File: config.mk
export PLATFORM = sky130hd
export DESIGN_NAME = ahb_ram_top
export DESIGN_NICKNAME = d
export VERILOG_FILES = /design/src/source/ahb_pkg.sv /design/src/source/ahb_bus_if.sv /design/src/source/ram_req_if.sv /design/src/source/ahb_master.sv /design/src/source/ahb_ram_top.sv /design/src/source/ahb_slave_fsm.sv /design/src/source/sram_array.sv /design/src/source/wait_timer.sv
export VERILOG_INCLUDE_DIRS = /design/src /design/src/source
export SDC_FILE = /design/constraint.sdc
export NUM_CORES = 2
export LEC_CHECK = 0
export ABC_AREA = 1
export BUFFER_PORTS_ARGS = -buffer_cell sky130_fd_sc_hd__buf_2
export CAP_MARGIN = 25
export CORE_ASPECT_RATIO = 1.5
export CORE_MARGIN = 3
export CORE_UTILIZATION = 45
export CTS_CLUSTER_DIAMETER = 120
export CTS_CLUSTER_SIZE = 16
export DETAILED_ROUTE_END_ITERATION = 6
export PLACE_DENSITY_LB_ADDON = 0.08
export SLEW_MARGIN = 10
export SYNTH_ARGS = -nofsm -noshare
export SYNTH_HDL_FRONTEND = slang
export SYNTH_SLANG_ARGS = --single-unit
File: constraint.sdc
create_clock -name CLK -period 3.9 [get_ports CLK]
set_input_delay 0.39 -clock CLK [delete_from_list [all_inputs] [get_ports CLK]]
set_output_delay 0.39 -clock CLK [all_outputs]
set_load 0.05 [all_outputs]
File: src/source/ahb_params.svh
//////////////////////////////////////////////////////////////////////
// AHB RAM subsystem parameters
// Bus widths, SRAM depth and slave wait-state count
//////////////////////////////////////////////////////////////////////

`ifndef AHB_PARAMS_SVH
`define AHB_PARAMS_SVH

//////////////////////////////////////////////////////////////////////
// Bus widths
//////////////////////////////////////////////////////////////////////

`define AHB_ADDR_W 32                // Byte address width
`define AHB_DATA_W 32                // Word width, single size only

//////////////////////////////////////////////////////////////////////
// Slave memory
//////////////////////////////////////////////////////////////////////

`define MEM_WORDS 64                 // SRAM depth in words

// Stall cycles per transfer, keep at 1 or more
`define WAIT_STATES 2

`endif

File: src/source/ahb_pkg.sv
//////////////////////////////////////////////////////////////////////
// AHB-Lite type package
// Transfer type, size and slave state encodings
//////////////////////////////////////////////////////////////////////

`default_nettype none

package ahb_pkg;

  //////////////////////////////////////////////////////////////////////
  // Bus encodings
  //////////////////////////////////////////////////////////////////////

  // HTRANS, only the two single-transfer codes are used
  typedef enum logic [1:0] {
    IDLE   = 2'b00,                  // No transfer
    NONSEQ = 2'b10                   // Single transfer
  } htrans_t;

  // HSIZE, master issues word transfers only
  typedef enum logic [2:0] {
    BYTE = 3'b000,                   // Idle default
    WORD = 3'b010                    // 32-bit transfer
  } hsize_t;

  //////////////////////////////////////////////////////////////////////
  // Slave control
  //////////////////////////////////////////////////////////////////////

  typedef enum logic [1:0] {
    S_IDLE = 2'b00,                  // Ready, waiting for NONSEQ
    S_WAIT = 2'b01,                  // HREADY low, timer running
    S_DATA = 2'b10                   // Data phase, one cycle
  } slave_state_t;

endpackage

`default_nettype wire

File: src/source/ahb_bus_if.sv
//////////////////////////////////////////////////////////////////////
// AHB-Lite bus interface
// Single-slave bus between the master and the RAM slave
//////////////////////////////////////////////////////////////////////

`timescale 1ns/10ps
`default_nettype none
`include "ahb_params.svh"

interface ahb_bus_if;

  ahb_pkg::htrans_t        HTRANS;        // Transfer type
  logic                    HWRITE;        // 1 = write
  logic [`AHB_ADDR_W-1:0]  HADDR;         // Byte address
  logic [`AHB_DATA_W-1:0]  HWDATA;        // Write data
  ahb_pkg::hsize_t         HSIZE;         // Transfer size
  logic [2:0]              HBURST;        // Tied to single
  logic [3:0]              HPROT;         // Tied off
  logic                    HMASTLOCK;     // Tied off
  logic [`AHB_DATA_W-1:0]  HRDATA;        // Read data
  logic                    HREADY;        // Low stalls the master

  modport master (
    output HTRANS, HWRITE, HADDR, HWDATA, HSIZE, HBURST, HPROT, HMASTLOCK,
    input  HRDATA, HREADY
  );

  modport slave (
    input  HTRANS, HWRITE, HADDR, HWDATA, HSIZE, HBURST, HPROT, HMASTLOCK,
    output HRDATA, HREADY
  );

endinterface

`default_nettype wire

File: src/source/ram_req_if.sv
//////////////////////////////////////////////////////////////////////
// RAM-style requester interface
// Held read/write levels in, read data and busy back
//////////////////////////////////////////////////////////////////////

`timescale 1ns/10ps
`default_nettype none
`include "ahb_params.svh"

interface ram_req_if;

  logic                    ren;           // Read request, wins over wen
  logic                    wen;           // Write request
  logic [`AHB_ADDR_W-1:0]  addr;          // Byte address
  logic [`AHB_DATA_W-1:0]  wdata;         // Write data
  logic [`AHB_DATA_W-1:0]  rdata;         // Valid in completion cycle
  logic                    busy;          // High while stalled

  modport req (output ren, wen, addr, wdata, input rdata, busy);
  modport mem (input ren, wen, addr, wdata, output rdata, busy);

endinterface

`default_nettype wire

File: src/source/ahb_master.sv
//////////////////////////////////////////////////////////////////////
// AHB-Lite master
// Maps held read/write requests onto single NONSEQ transfers
//////////////////////////////////////////////////////////////////////

`timescale 1ns/10ps
`default_nettype none

module ahb_master (
  input  logic       CLK,                 // Unused, combinational block
  input  logic       arst_n,              // Unused, combinational block
  ahb_bus_if.master  ahb_m,
  ram_req_if.mem     req
);

  //////////////////////////////////////////////////////////////////////
  // Address and control phase
  //////////////////////////////////////////////////////////////////////

  always_comb
  begin
    // Fixed fields for every transfer
    ahb_m.HBURST    = '0;                // Single only
    ahb_m.HPROT     = '0;
    ahb_m.HMASTLOCK = 1'b0;

    if (req.ren)                         // Read first
    begin
      ahb_m.HTRANS = ahb_pkg::NONSEQ;
      ahb_m.HWRITE = 1'b0;
      ahb_m.HADDR  = req.addr;
      ahb_m.HWDATA = req.wdata;          // Ignored by slave on reads
      ahb_m.HSIZE  = ahb_pkg::WORD;
    end
    else if (req.wen)
    begin
      ahb_m.HTRANS = ahb_pkg::NONSEQ;
      ahb_m.HWRITE = 1'b1;
      ahb_m.HADDR  = req.addr;
      ahb_m.HWDATA = req.wdata;          // Held through data phase
      ahb_m.HSIZE  = ahb_pkg::WORD;
    end
    else                                 // Bus idle, zeros
    begin
      ahb_m.HTRANS = ahb_pkg::IDLE;
      ahb_m.HWRITE = 1'b0;
      ahb_m.HADDR  = '0;
      ahb_m.HWDATA = '0;
      ahb_m.HSIZE  = ahb_pkg::BYTE;
    end
  end

  //////////////////////////////////////////////////////////////////////
  // Response back to requester
  //////////////////////////////////////////////////////////////////////

  assign req.busy  = ~ahb_m.HREADY;      // Stall seen as busy
  assign req.rdata = ahb_m.HRDATA;       // Valid when busy drops

endmodule

`default_nettype wire

File: src/source/ahb_ram_top.sv
//////////////////////////////////////////////////////////////////////
// AHB RAM subsystem top
// Requester ports into the AHB-Lite master, slave FSM, timer and SRAM
//////////////////////////////////////////////////////////////////////

`timescale 1ns/10ps
`default_nettype none
`include "ahb_params.svh"

module ahb_ram_top (
  input  logic                   CLK,
  input  logic                   arst_n,
  input  logic                   ren,     // Read request
  input  logic                   wen,     // Write request
  input  logic [`AHB_ADDR_W-1:0] addr,    // Byte address
  input  logic [`AHB_DATA_W-1:0] wdata,
  output logic [`AHB_DATA_W-1:0] rdata,
  output logic                   busy     // Transfer in progress
);

  logic                          timer_start;
  logic                          timer_done;
  logic                          mem_we;
  logic [$clog2(`MEM_WORDS)-1:0] mem_index;
  logic [`AHB_DATA_W-1:0]        mem_rdata;

  ahb_bus_if bus ();                      // Master to slave
  ram_req_if req_if ();                   // Requester side

  //////////////////////////////////////////////////////////////////////
  // Requester ports
  //////////////////////////////////////////////////////////////////////

  assign req_if.ren   = ren;
  assign req_if.wen   = wen;
  assign req_if.addr  = addr;
  assign req_if.wdata = wdata;
  assign rdata        = req_if.rdata;
  assign busy         = req_if.busy;

  //////////////////////////////////////////////////////////////////////
  // Master, slave and storage
  //////////////////////////////////////////////////////////////////////

  ahb_master u_master (
    .CLK    (CLK),
    .arst_n (arst_n),
    .ahb_m  (bus.master),
    .req    (req_if.mem)
  );

  ahb_slave_fsm u_slave_fsm (
    .CLK         (CLK),
    .arst_n      (arst_n),
    .ahb_s       (bus.slave),
    .timer_start (timer_start),
    .timer_done  (timer_done),
    .mem_we      (mem_we),
    .mem_index   (mem_index),
    .mem_rdata   (mem_rdata)
  );

  wait_timer u_wait_timer (
    .CLK    (CLK),
    .arst_n (arst_n),
    .start  (timer_start),
    .done   (timer_done)
  );

  sram_array u_sram (
    .CLK   (CLK),
    .we    (mem_we),
    .index (mem_index),
    .wdata (bus.HWDATA),                  // Master holds it through data phase
    .rdata (mem_rdata)
  );

endmodule

`default_nettype wire

File: src/source/ahb_slave_fsm.sv
//////////////////////////////////////////////////////////////////////
// AHB-Lite RAM slave control
// Accepts a transfer, stalls HREADY for the wait states, then runs
// the one-cycle data phase against the SRAM array
//////////////////////////////////////////////////////////////////////

`timescale 1ns/10ps
`default_nettype none
`include "ahb_params.svh"

module ahb_slave_fsm (
  input  logic                          CLK,
  input  logic                          arst_n,
  ahb_bus_if.slave                      ahb_s,
  output logic                          timer_start,   // Load wait timer
  input  logic                          timer_done,    // Last wait cycle
  output logic                          mem_we,        // Array write strobe
  output logic [$clog2(`MEM_WORDS)-1:0] mem_index,     // Word index
  input  logic [`AHB_DATA_W-1:0]        mem_rdata      // Array read data
);

  localparam int IDX_W = $clog2(`MEM_WORDS);

  ahb_pkg::slave_state_t state_q;                 // Current state
  ahb_pkg::slave_state_t state_d;                 // Next state
  logic                  write_q;                 // Latched HWRITE
  logic [IDX_W-1:0]      index_q;                 // Latched word index
  logic                  accept;                  // NONSEQ seen while ready

  //////////////////////////////////////////////////////////////////////
  // Transfer acceptance
  //////////////////////////////////////////////////////////////////////

  // New transfer only when HREADY is high, i.e. IDLE or DATA
  assign accept = (ahb_s.HTRANS == ahb_pkg::NONSEQ) &&
                  ((state_q == ahb_pkg::S_IDLE) || (state_q == ahb_pkg::S_DATA));

  assign timer_start = accept;            // Timer loads on the same edge

  always_comb
  begin
    state_d = state_q;                    // Hold by default
    case (state_q)
      ahb_pkg::S_IDLE:
        if (accept)
          state_d = ahb_pkg::S_WAIT;
      ahb_pkg::S_WAIT:
        if (timer_done)                   // Wait states used up
          state_d = ahb_pkg::S_DATA;
      ahb_pkg::S_DATA:
        state_d = accept ? ahb_pkg::S_WAIT : ahb_pkg::S_IDLE;  // Back-to-back
      default:
        state_d = ahb_pkg::S_IDLE;
    endcase
  end

  always_ff @(posedge CLK or negedge arst_n)
  begin
    if (!arst_n)
    begin
      state_q <= ahb_pkg::S_IDLE;
      write_q <= 1'b0;
    end
    else
    begin
      state_q <= state_d;
      if (accept)
        write_q <= ahb_s.HWRITE;          // Direction for data phase
    end
  end

  // Word address, byte lanes dropped
  always_ff @(posedge CLK)
  begin
    if (accept)
      index_q <= ahb_s.HADDR[IDX_W+1:2];
  end

  //////////////////////////////////////////////////////////////////////
  // Data phase outputs
  //////////////////////////////////////////////////////////////////////

  assign ahb_s.HREADY = (state_q != ahb_pkg::S_WAIT);   // Low only while waiting
  assign mem_we       = (state_q == ahb_pkg::S_DATA) && write_q;
  assign mem_index    = index_q;

  // Read data only on read data phase
  assign ahb_s.HRDATA = ((state_q == ahb_pkg::S_DATA) && !write_q) ? mem_rdata : '0;

endmodule

`default_nettype wire

File: src/source/sram_array.sv
//////////////////////////////////////////////////////////////////////
// SRAM array
// Word storage, write on clock edge, asynchronous read
//////////////////////////////////////////////////////////////////////

`timescale 1ns/10ps
`default_nettype none
`include "ahb_params.svh"

module sram_array (
  input  logic                          CLK,
  input  logic                          we,      // Write strobe
  input  logic [$clog2(`MEM_WORDS)-1:0] index,   // Word index
  input  logic [`AHB_DATA_W-1:0]        wdata,
  output logic [`AHB_DATA_W-1:0]        rdata
);

  //////////////////////////////////////////////////////////////////////
  // Storage
  //////////////////////////////////////////////////////////////////////

  logic [`AHB_DATA_W-1:0] mem [`MEM_WORDS];       // Contents random at power-up

  always_ff @(posedge CLK)
  begin
    if (we)
      mem[index] <= wdata;                // Commits at end of data phase
  end

  //////////////////////////////////////////////////////////////////////
  // Read port
  //////////////////////////////////////////////////////////////////////

  assign rdata = mem[index];              // Same cycle as index

endmodule

`default_nettype wire

File: src/source/wait_timer.sv
//////////////////////////////////////////////////////////////////////
// Wait-state timer
// Down-counter, done marks the last stall cycle of a transfer
//////////////////////////////////////////////////////////////////////

`timescale 1ns/10ps
`default_nettype none
`include "ahb_params.svh"

module wait_timer (
  input  logic CLK,
  input  logic arst_n,
  input  logic start,                     // Reload, new transfer
  output logic done                       // High in last wait cycle
);

  localparam int CNT_W = $clog2(`WAIT_STATES + 1);

  logic [CNT_W-1:0] count_q;              // Wait cycles left, 0 = idle

  always_ff @(posedge CLK or negedge arst_n)
  begin
    if (!arst_n)
      count_q <= '0;                      // Idle
    else if (start)                       // Start wins over done
      count_q <= CNT_W'(`WAIT_STATES);
    else if (count_q != '0)
      count_q <= count_q - 1'b1;
  end

  assign done = (count_q == CNT_W'(1));   // One cycle left

endmodule

`default_nettype wire
== Word level (Yosys, flattened, before mapping) ==
Memories as Yosys holds them, arrays and structs flattened. A register that Yosys moved wholly into a read port is not among the register bits.
Index checks and enable logic that the tools add are counted.

* RAM bits: 2048
* Memories kept: 1
* Bits in registers: 11
* Word-level logic and storage cells: 41
* Bits of input ports: 68

* $add $sub $neg: 1
* Reductions and logical operators: 9
* Bitwise operators: 1
* Mux-type cells: 18
* Equality and inequality tests: 7

{| class="wikitable"
|+ Memory list
! memory !! words !! width !! read ports !! clocked after Yosys merged registers in !! write ports !! RTL line !! source
|-
| u_sram.mem || 64 || 32 || 1 || 1 || 1 || sram_array.sv:22 || <nowiki>logic [`AHB_DATA_W-1:0] mem [`MEM_WORDS];</nowiki>
|}

{| class="wikitable"
|+ Operators with widths
! kind !! number
|-
| two-way mux 32 bit || 3
|-
| two-way mux 8 bit || 2
|-
| two-way mux 2 bit || 6
|-
| two-way mux 6 bit || 1
|-
| case mux 2 bit (3 select lines) || 1
|-
| two-way mux 1 bit || 5
|-
| equality test 2 x 1 -> 1 bit, second input constant || 2
|-
| equality test 2 bit, second input constant || 2
|-
| inequality test 2 x 1 -> 1 bit, second input constant || 2
|-
| nonzero test 2 bit || 2
|-
| logical AND 1 bit || 3
|-
| logical NOT 2 bit || 1
|-
| inequality test 2 bit, second input constant || 1
|-
| AND reduction 2 bit || 1
|-
| subtractor 2 x 1 -> 2 bit, second input constant || 1
|-
| logical NOT 1 bit || 1
|-
| logical OR 1 bit || 1
|-
| inverter 1 bit || 1
|}

== Longest topological paths before layout ==
* Depth after elaboration: 6
* Depth in mapped cells: 14

== Modules after synthesis ==
Synthesis repeated with hierarchy kept, for this count alone.

* Cells, all modules: 8699
* Area total of the unflattened synthesis: 87565.2 um^2

{| class="wikitable"
|+ Modules (own cells, without submodules)
! module !! area each (um^2) !! seq. area each (um^2) !! times used !! cells an instance
|-
| sram_array || 85862.3 || 61499.0 || 1 || 8408
|-
| ahb_master || 902.1 || 0.0 || 1 || 185
|-
| ahb_slave_fsm || 680.7 || 255.2 || 1 || 91
|-
| wait_timer || 120.1 || 50.0 || 1 || 15
|}

== Least setup slack after synthesis ==
OpenSTA, ideal clock, no wires.

* Path type: reg-to-reg
* Start point: register u_slave_fsm.state_q[0]
* End point: memory u_sram.mem[0][0] (netlist name) (enable)
* Stages on the path, launching flop included: 6
* Arrival time: 2.512 ns
* Period minus slack after synthesis: 2.934 ns
* Path slack: 0.966 ns
* Cell sequence: dfrtp_1 inv_1 and3_1 clkbuf_1 nand4_1 nor2_1

* Cells in the longest elaborated chain, start to end: 4

{| class="wikitable"
|+ RTL lines
! element !! RTL line !! source
|-
| start: declaration || ahb_slave_fsm.sv:24 || <nowiki>ahb_pkg::slave_state_t state_q;</nowiki>
|-
| start signal: assignment || ahb_slave_fsm.sv:61 || <nowiki>state_q <= ahb_pkg::S_IDLE;</nowiki>
|-
| start signal: assignment || ahb_slave_fsm.sv:66 || <nowiki>state_q <= state_d;</nowiki>
|-
| equality test 2 bit || ahb_slave_fsm.sv:84 || <nowiki>assign mem_we = (state_q == ahb_pkg::S_DATA) && write_q;</nowiki>
|-
| logical AND 1 bit || ahb_slave_fsm.sv:84 ||
|-
| two-way mux 1 bit || sram_array.sv:26 || <nowiki>if (we)</nowiki>
|-
| two-way mux 1 bit (not written as such) || sram_array.sv:27 || <nowiki>mem[index] <= wdata;</nowiki>
|-
| end: declaration || sram_array.sv:22 ||
|}

No other way between the ends.

==> impl_metrics.ini <==
[status]
outcome = finished clean

[worst_setup_path]
critPathCaptureType = primary output
cp.required_ps = 3510
timing.critical_path.slowest_stage_cell = sky130_fd_sc_hd__nor2_1
crit_chain = buf_12, clkinv_16, buf_16, buf_12, nand2_1, nand3_1, nand3_1, nand2_1, a21oi_1, nor2_1, nor2_1, nor2_1, buf_12
worst_endpoint_data_arrival_time_ps = 3450
critPathBufInv = 5
critical_path_class = reg -> out
critical_path_peak_fanout = 34
cp_top_family = buffers and inverters
stage_delay_of_the_slowest_cell_on_the_critical_path_ps = 400
timing.critical_path.from_type = flop

[power]
power.net_switching_mw = 21.5
combinationalPowerShare_pct = 33.6
static-leakage-power_nw = 32.6
vdd_ir_drop_max_v = 0.000619
internal_power_mw = 37.5
power_density_mw_per_mm2 = 634
power_frac_clock_pct = 24.5
report.power.total_mw = 59.0
sw_share_pct = 36.4
seqPwrFrac_pct = 41.9

[place]
detailedPlacementHpwl_um = 130000
port_buffers = 74
gp_congestion = 0.784
place.detailed.instances = 9242
dp_slack_ps = 570
postPlaceCellArea_sq_mm = 0.0884

[synth]
ys_ff_latch = 2065
synthMostInstantiatedCell = sky130_fd_sc_hd__nand2_1
synthArstFlopShare_pct = 0.242
top_reg_cell_synth = sky130_fd_sc_hd__edfxtp_1
synth_cells = 6939
synth-edff-count = 2054
synth_area_sq_mm = 0.0832
synth.top_cell.area_share_pct = 74.1
yosysWarningCount = 0
synthDominantAreaCellType = sky130_fd_sc_hd__edfxtp_1
synth_commonest_cells = 2,303 x sky130_fd_sc_hd__nand2_1, 2,054 x sky130_fd_sc_hd__edfxtp_1, 1,792 x sky130_fd_sc_hd__nand3_1, 255 x sky130_fd_sc_hd__buf_2, 177 x sky130_fd_sc_hd__nor2_1
syn-mean-instance-area_sq_um = 12.0
synth_cell_types = 24
post_synth_main_area_contributors = sky130_fd_sc_hd__edfxtp_1 74%, sky130_fd_sc_hd__nand3_1 11%, sky130_fd_sc_hd__nand2_1 10%
synth-seq-area-share_pct = 74.4
net_count_after_synthesis = 7009

[global_routing]
grt.total_usage_pct = 26.0
grt_pass1_wl_um = 361000
antenna_found_initial = 2
maximum_number_of_pins_on_one_net_before_global_route_repair = 112
first_global_vias = 51400
grt.overflow.total = 0

[timing]
finalHoldViolCount = 0
timing.fmax_mhz = 260
max_slew_margin_pct = 27.1
clock-skew-final_ps = 19.9
final_slew_violations = 0
finalSetupViolations = 0
worstMarginPinSlew_ps = 1090
unrepaired_setup_endpoints_after_global_routing = yes
worst_hold_slack_ps = 133
finalWorstPathRequiredPeriod_ps = 3840
fin_crit_sh_pct = 98.5
worst_slack_ps = 57.6
timing.setup.tns_ps = 0

[flow_run]
drv.max_cap_violation_count = 0

[floorplanning]
die_w_um = 357
initial_utilization_pct = 45.5
rows = 192
fp.coreArea_sq_mm = 0.183
chipHeight_um = 533
number_of_top_level_pins = 101
floorplan.die_area_sq_mm = 0.190

[cts]
path_clk_slew_ps = 80
numClockSinks = 2065
numCtsBuffers = 147
insertion_delay_ps = 800
ctsHtreeMaxLevel = 4
cts_root_buf = sky130_fd_sc_hd__clkbuf_16
cts-root-to-sink-buffers = 3
cts_tree = done

[finish]
final.fill_count = 15900
multi_input_gate_area_in_the_final_layout_sq_mm = 0.0196
final-seq-area_sq_mm = 0.0619
finish.instance_area_sq_mm = 0.0930
flow.area_growth_from_synthesis_pct = 11.7
finalCoreUtilization_pct = 50.8
instances_no_fill = 9452
drive_above_1_share_pct = 9.11
final_net_count = 7064

[drt]
post_route_drc = 0
finalWirelength_um = 250000
wl_per_cell_um = 26.4
drt_first_pass_iters = 7
drtAntennaViolNets = 0
route.vias.total = 53900
drt_first_iter_violations = 5280
via_per_inst = 5.70

[min_path]
min_path_type = in -> reg
power by group through the flow:
stage                     logic, mW  clock network (mW)  registers, mW
after global placement         19.1                   0           25.3
final                          19.8                14.4           24.7
after detailed placement       19.2                   0           25.3
after global routing           21.7                15.5           24.7
after CTS                      19.7                14.7           24.7
after floorplan                12.3                   0           25.1
state kept, by name, summed over array words and instances (netlist names), named ones only:
| register | count |
|---|---|
| u_sram.mem | 2048 |
| u_slave_fsm.mem_index | 6 |
| u_slave_fsm.state_q | 2 |
| u_wait_timer.count_q | 2 |
| u_slave_fsm.write_q | 1 |
routing by layer:
metal | routed length (um) | global-route usage, % | part of all wire, %
met5 | 0 | 0 | 0
met2 | 125000 | 44.0 | 50
met4 | 9310 | 9.42 | 3.7
met3 | 13900 | 2.63 | 5.6
met1 | 102000 | 34.8 | 41
tightest hold or removal path, delay by kind of cell:
kind,cells,cell delay [ps]
buffers and inverters,1,110
AND/OR/NAND/NOR,2,290
area by class of cell:
type / count / area share [%]
timing repair inverter: 2 / 0.0188
inverter: 59 / 0.300
tap: 2425 / 3.26
multi-input combinational: 4362 / 21.1
timing repair buffer: 357 / 4.38
clock inverter: 3 / 0.0363
antenna: 1 / 0.00269
clock buffer: 178 / 4.31
sequential: 2065 / 66.6
cell usage in the layout (no fill, tap or decap), types with 5 or more instances in the layout:
| cell | count |
|---|---|
| sky130_fd_sc_hd__nor2_4 | 97 |
| sky130_fd_sc_hd__nand4_1 | 8 |
| sky130_fd_sc_hd__a21oi_2 | 10 |
| sky130_fd_sc_hd__clkbuf_16 | 161 |
| sky130_fd_sc_hd__buf_12 | 91 |
| sky130_fd_sc_hd__nor2_1 | 69 |
| sky130_fd_sc_hd__buf_2 | 44 |
| sky130_fd_sc_hd__nor2_2 | 11 |
| sky130_fd_sc_hd__buf_4 | 192 |
| sky130_fd_sc_hd__o21ai_0 | 28 |
| sky130_fd_sc_hd__nand2_1 | 2303 |
| sky130_fd_sc_hd__buf_16 | 10 |
| sky130_fd_sc_hd__clkbuf_1 | 21 |
| sky130_fd_sc_hd__a21oi_1 | 21 |
| sky130_fd_sc_hd__dlygate4sd3_1 | 10 |
| sky130_fd_sc_hd__dfrtp_1 | 5 |
| sky130_fd_sc_hd__inv_6 | 5 |
| sky130_fd_sc_hd__inv_1 | 54 |
| sky130_fd_sc_hd__o22ai_1 | 12 |
| sky130_fd_sc_hd__nand3_1 | 1791 |
| sky130_fd_sc_hd__edfxtp_1 | 2054 |
| sky130_fd_sc_hd__dfxtp_4 | 5 |
path summary, 6_finish.rpt:
path,cells past startpoint,start,to,slack (ps)
hold reg to reg,2,u_wait_timer.count_q[1]$_DFFE_PN0P_,u_wait_timer.count_q[1]$_DFFE_PN0P_,530
max in group asynchronous,3,arst_n,u_slave_fsm.state_q[1]$_DFFE_PN0P_,3190
setup / recovery,13,flop,rdata[29],60
setup reg to reg,4,u_slave_fsm.mem_index[3]$_DFFE_PN_,u_sram.mem[6][21]$_DFFE_PP_,930
min in group asynchronous,3,arst_n,u_wait_timer.count_q[1]$_DFFE_PN0P_,510
hold / removal,3,wen,u_slave_fsm.mem_index[0]$_DFFE_PN_,130
cell families after synthesis:
kind of cell / Yosys count / share of synthesized area [%]
simple gates: 4283 / 22.0
compound gates: 77 / 0.484
fa+ha+maj: 2 / 0.0301
flops: 2065 / 74.4
buf+inv: 512 / 3.05
timing repair:
| item | in CTS | in global routing |
|---|---|---|
| buffers inserted | 10 | 0 |
| endpoints found under the setup margin | 32 | 21 |
| hold buffers | 10 | 0 |
| gates resized for setup | 24 | 15 |
| hold endpoints to repair | 18 | 0 |
| cloned | 4 | 4 |
(Power assumes the default switching activity.)
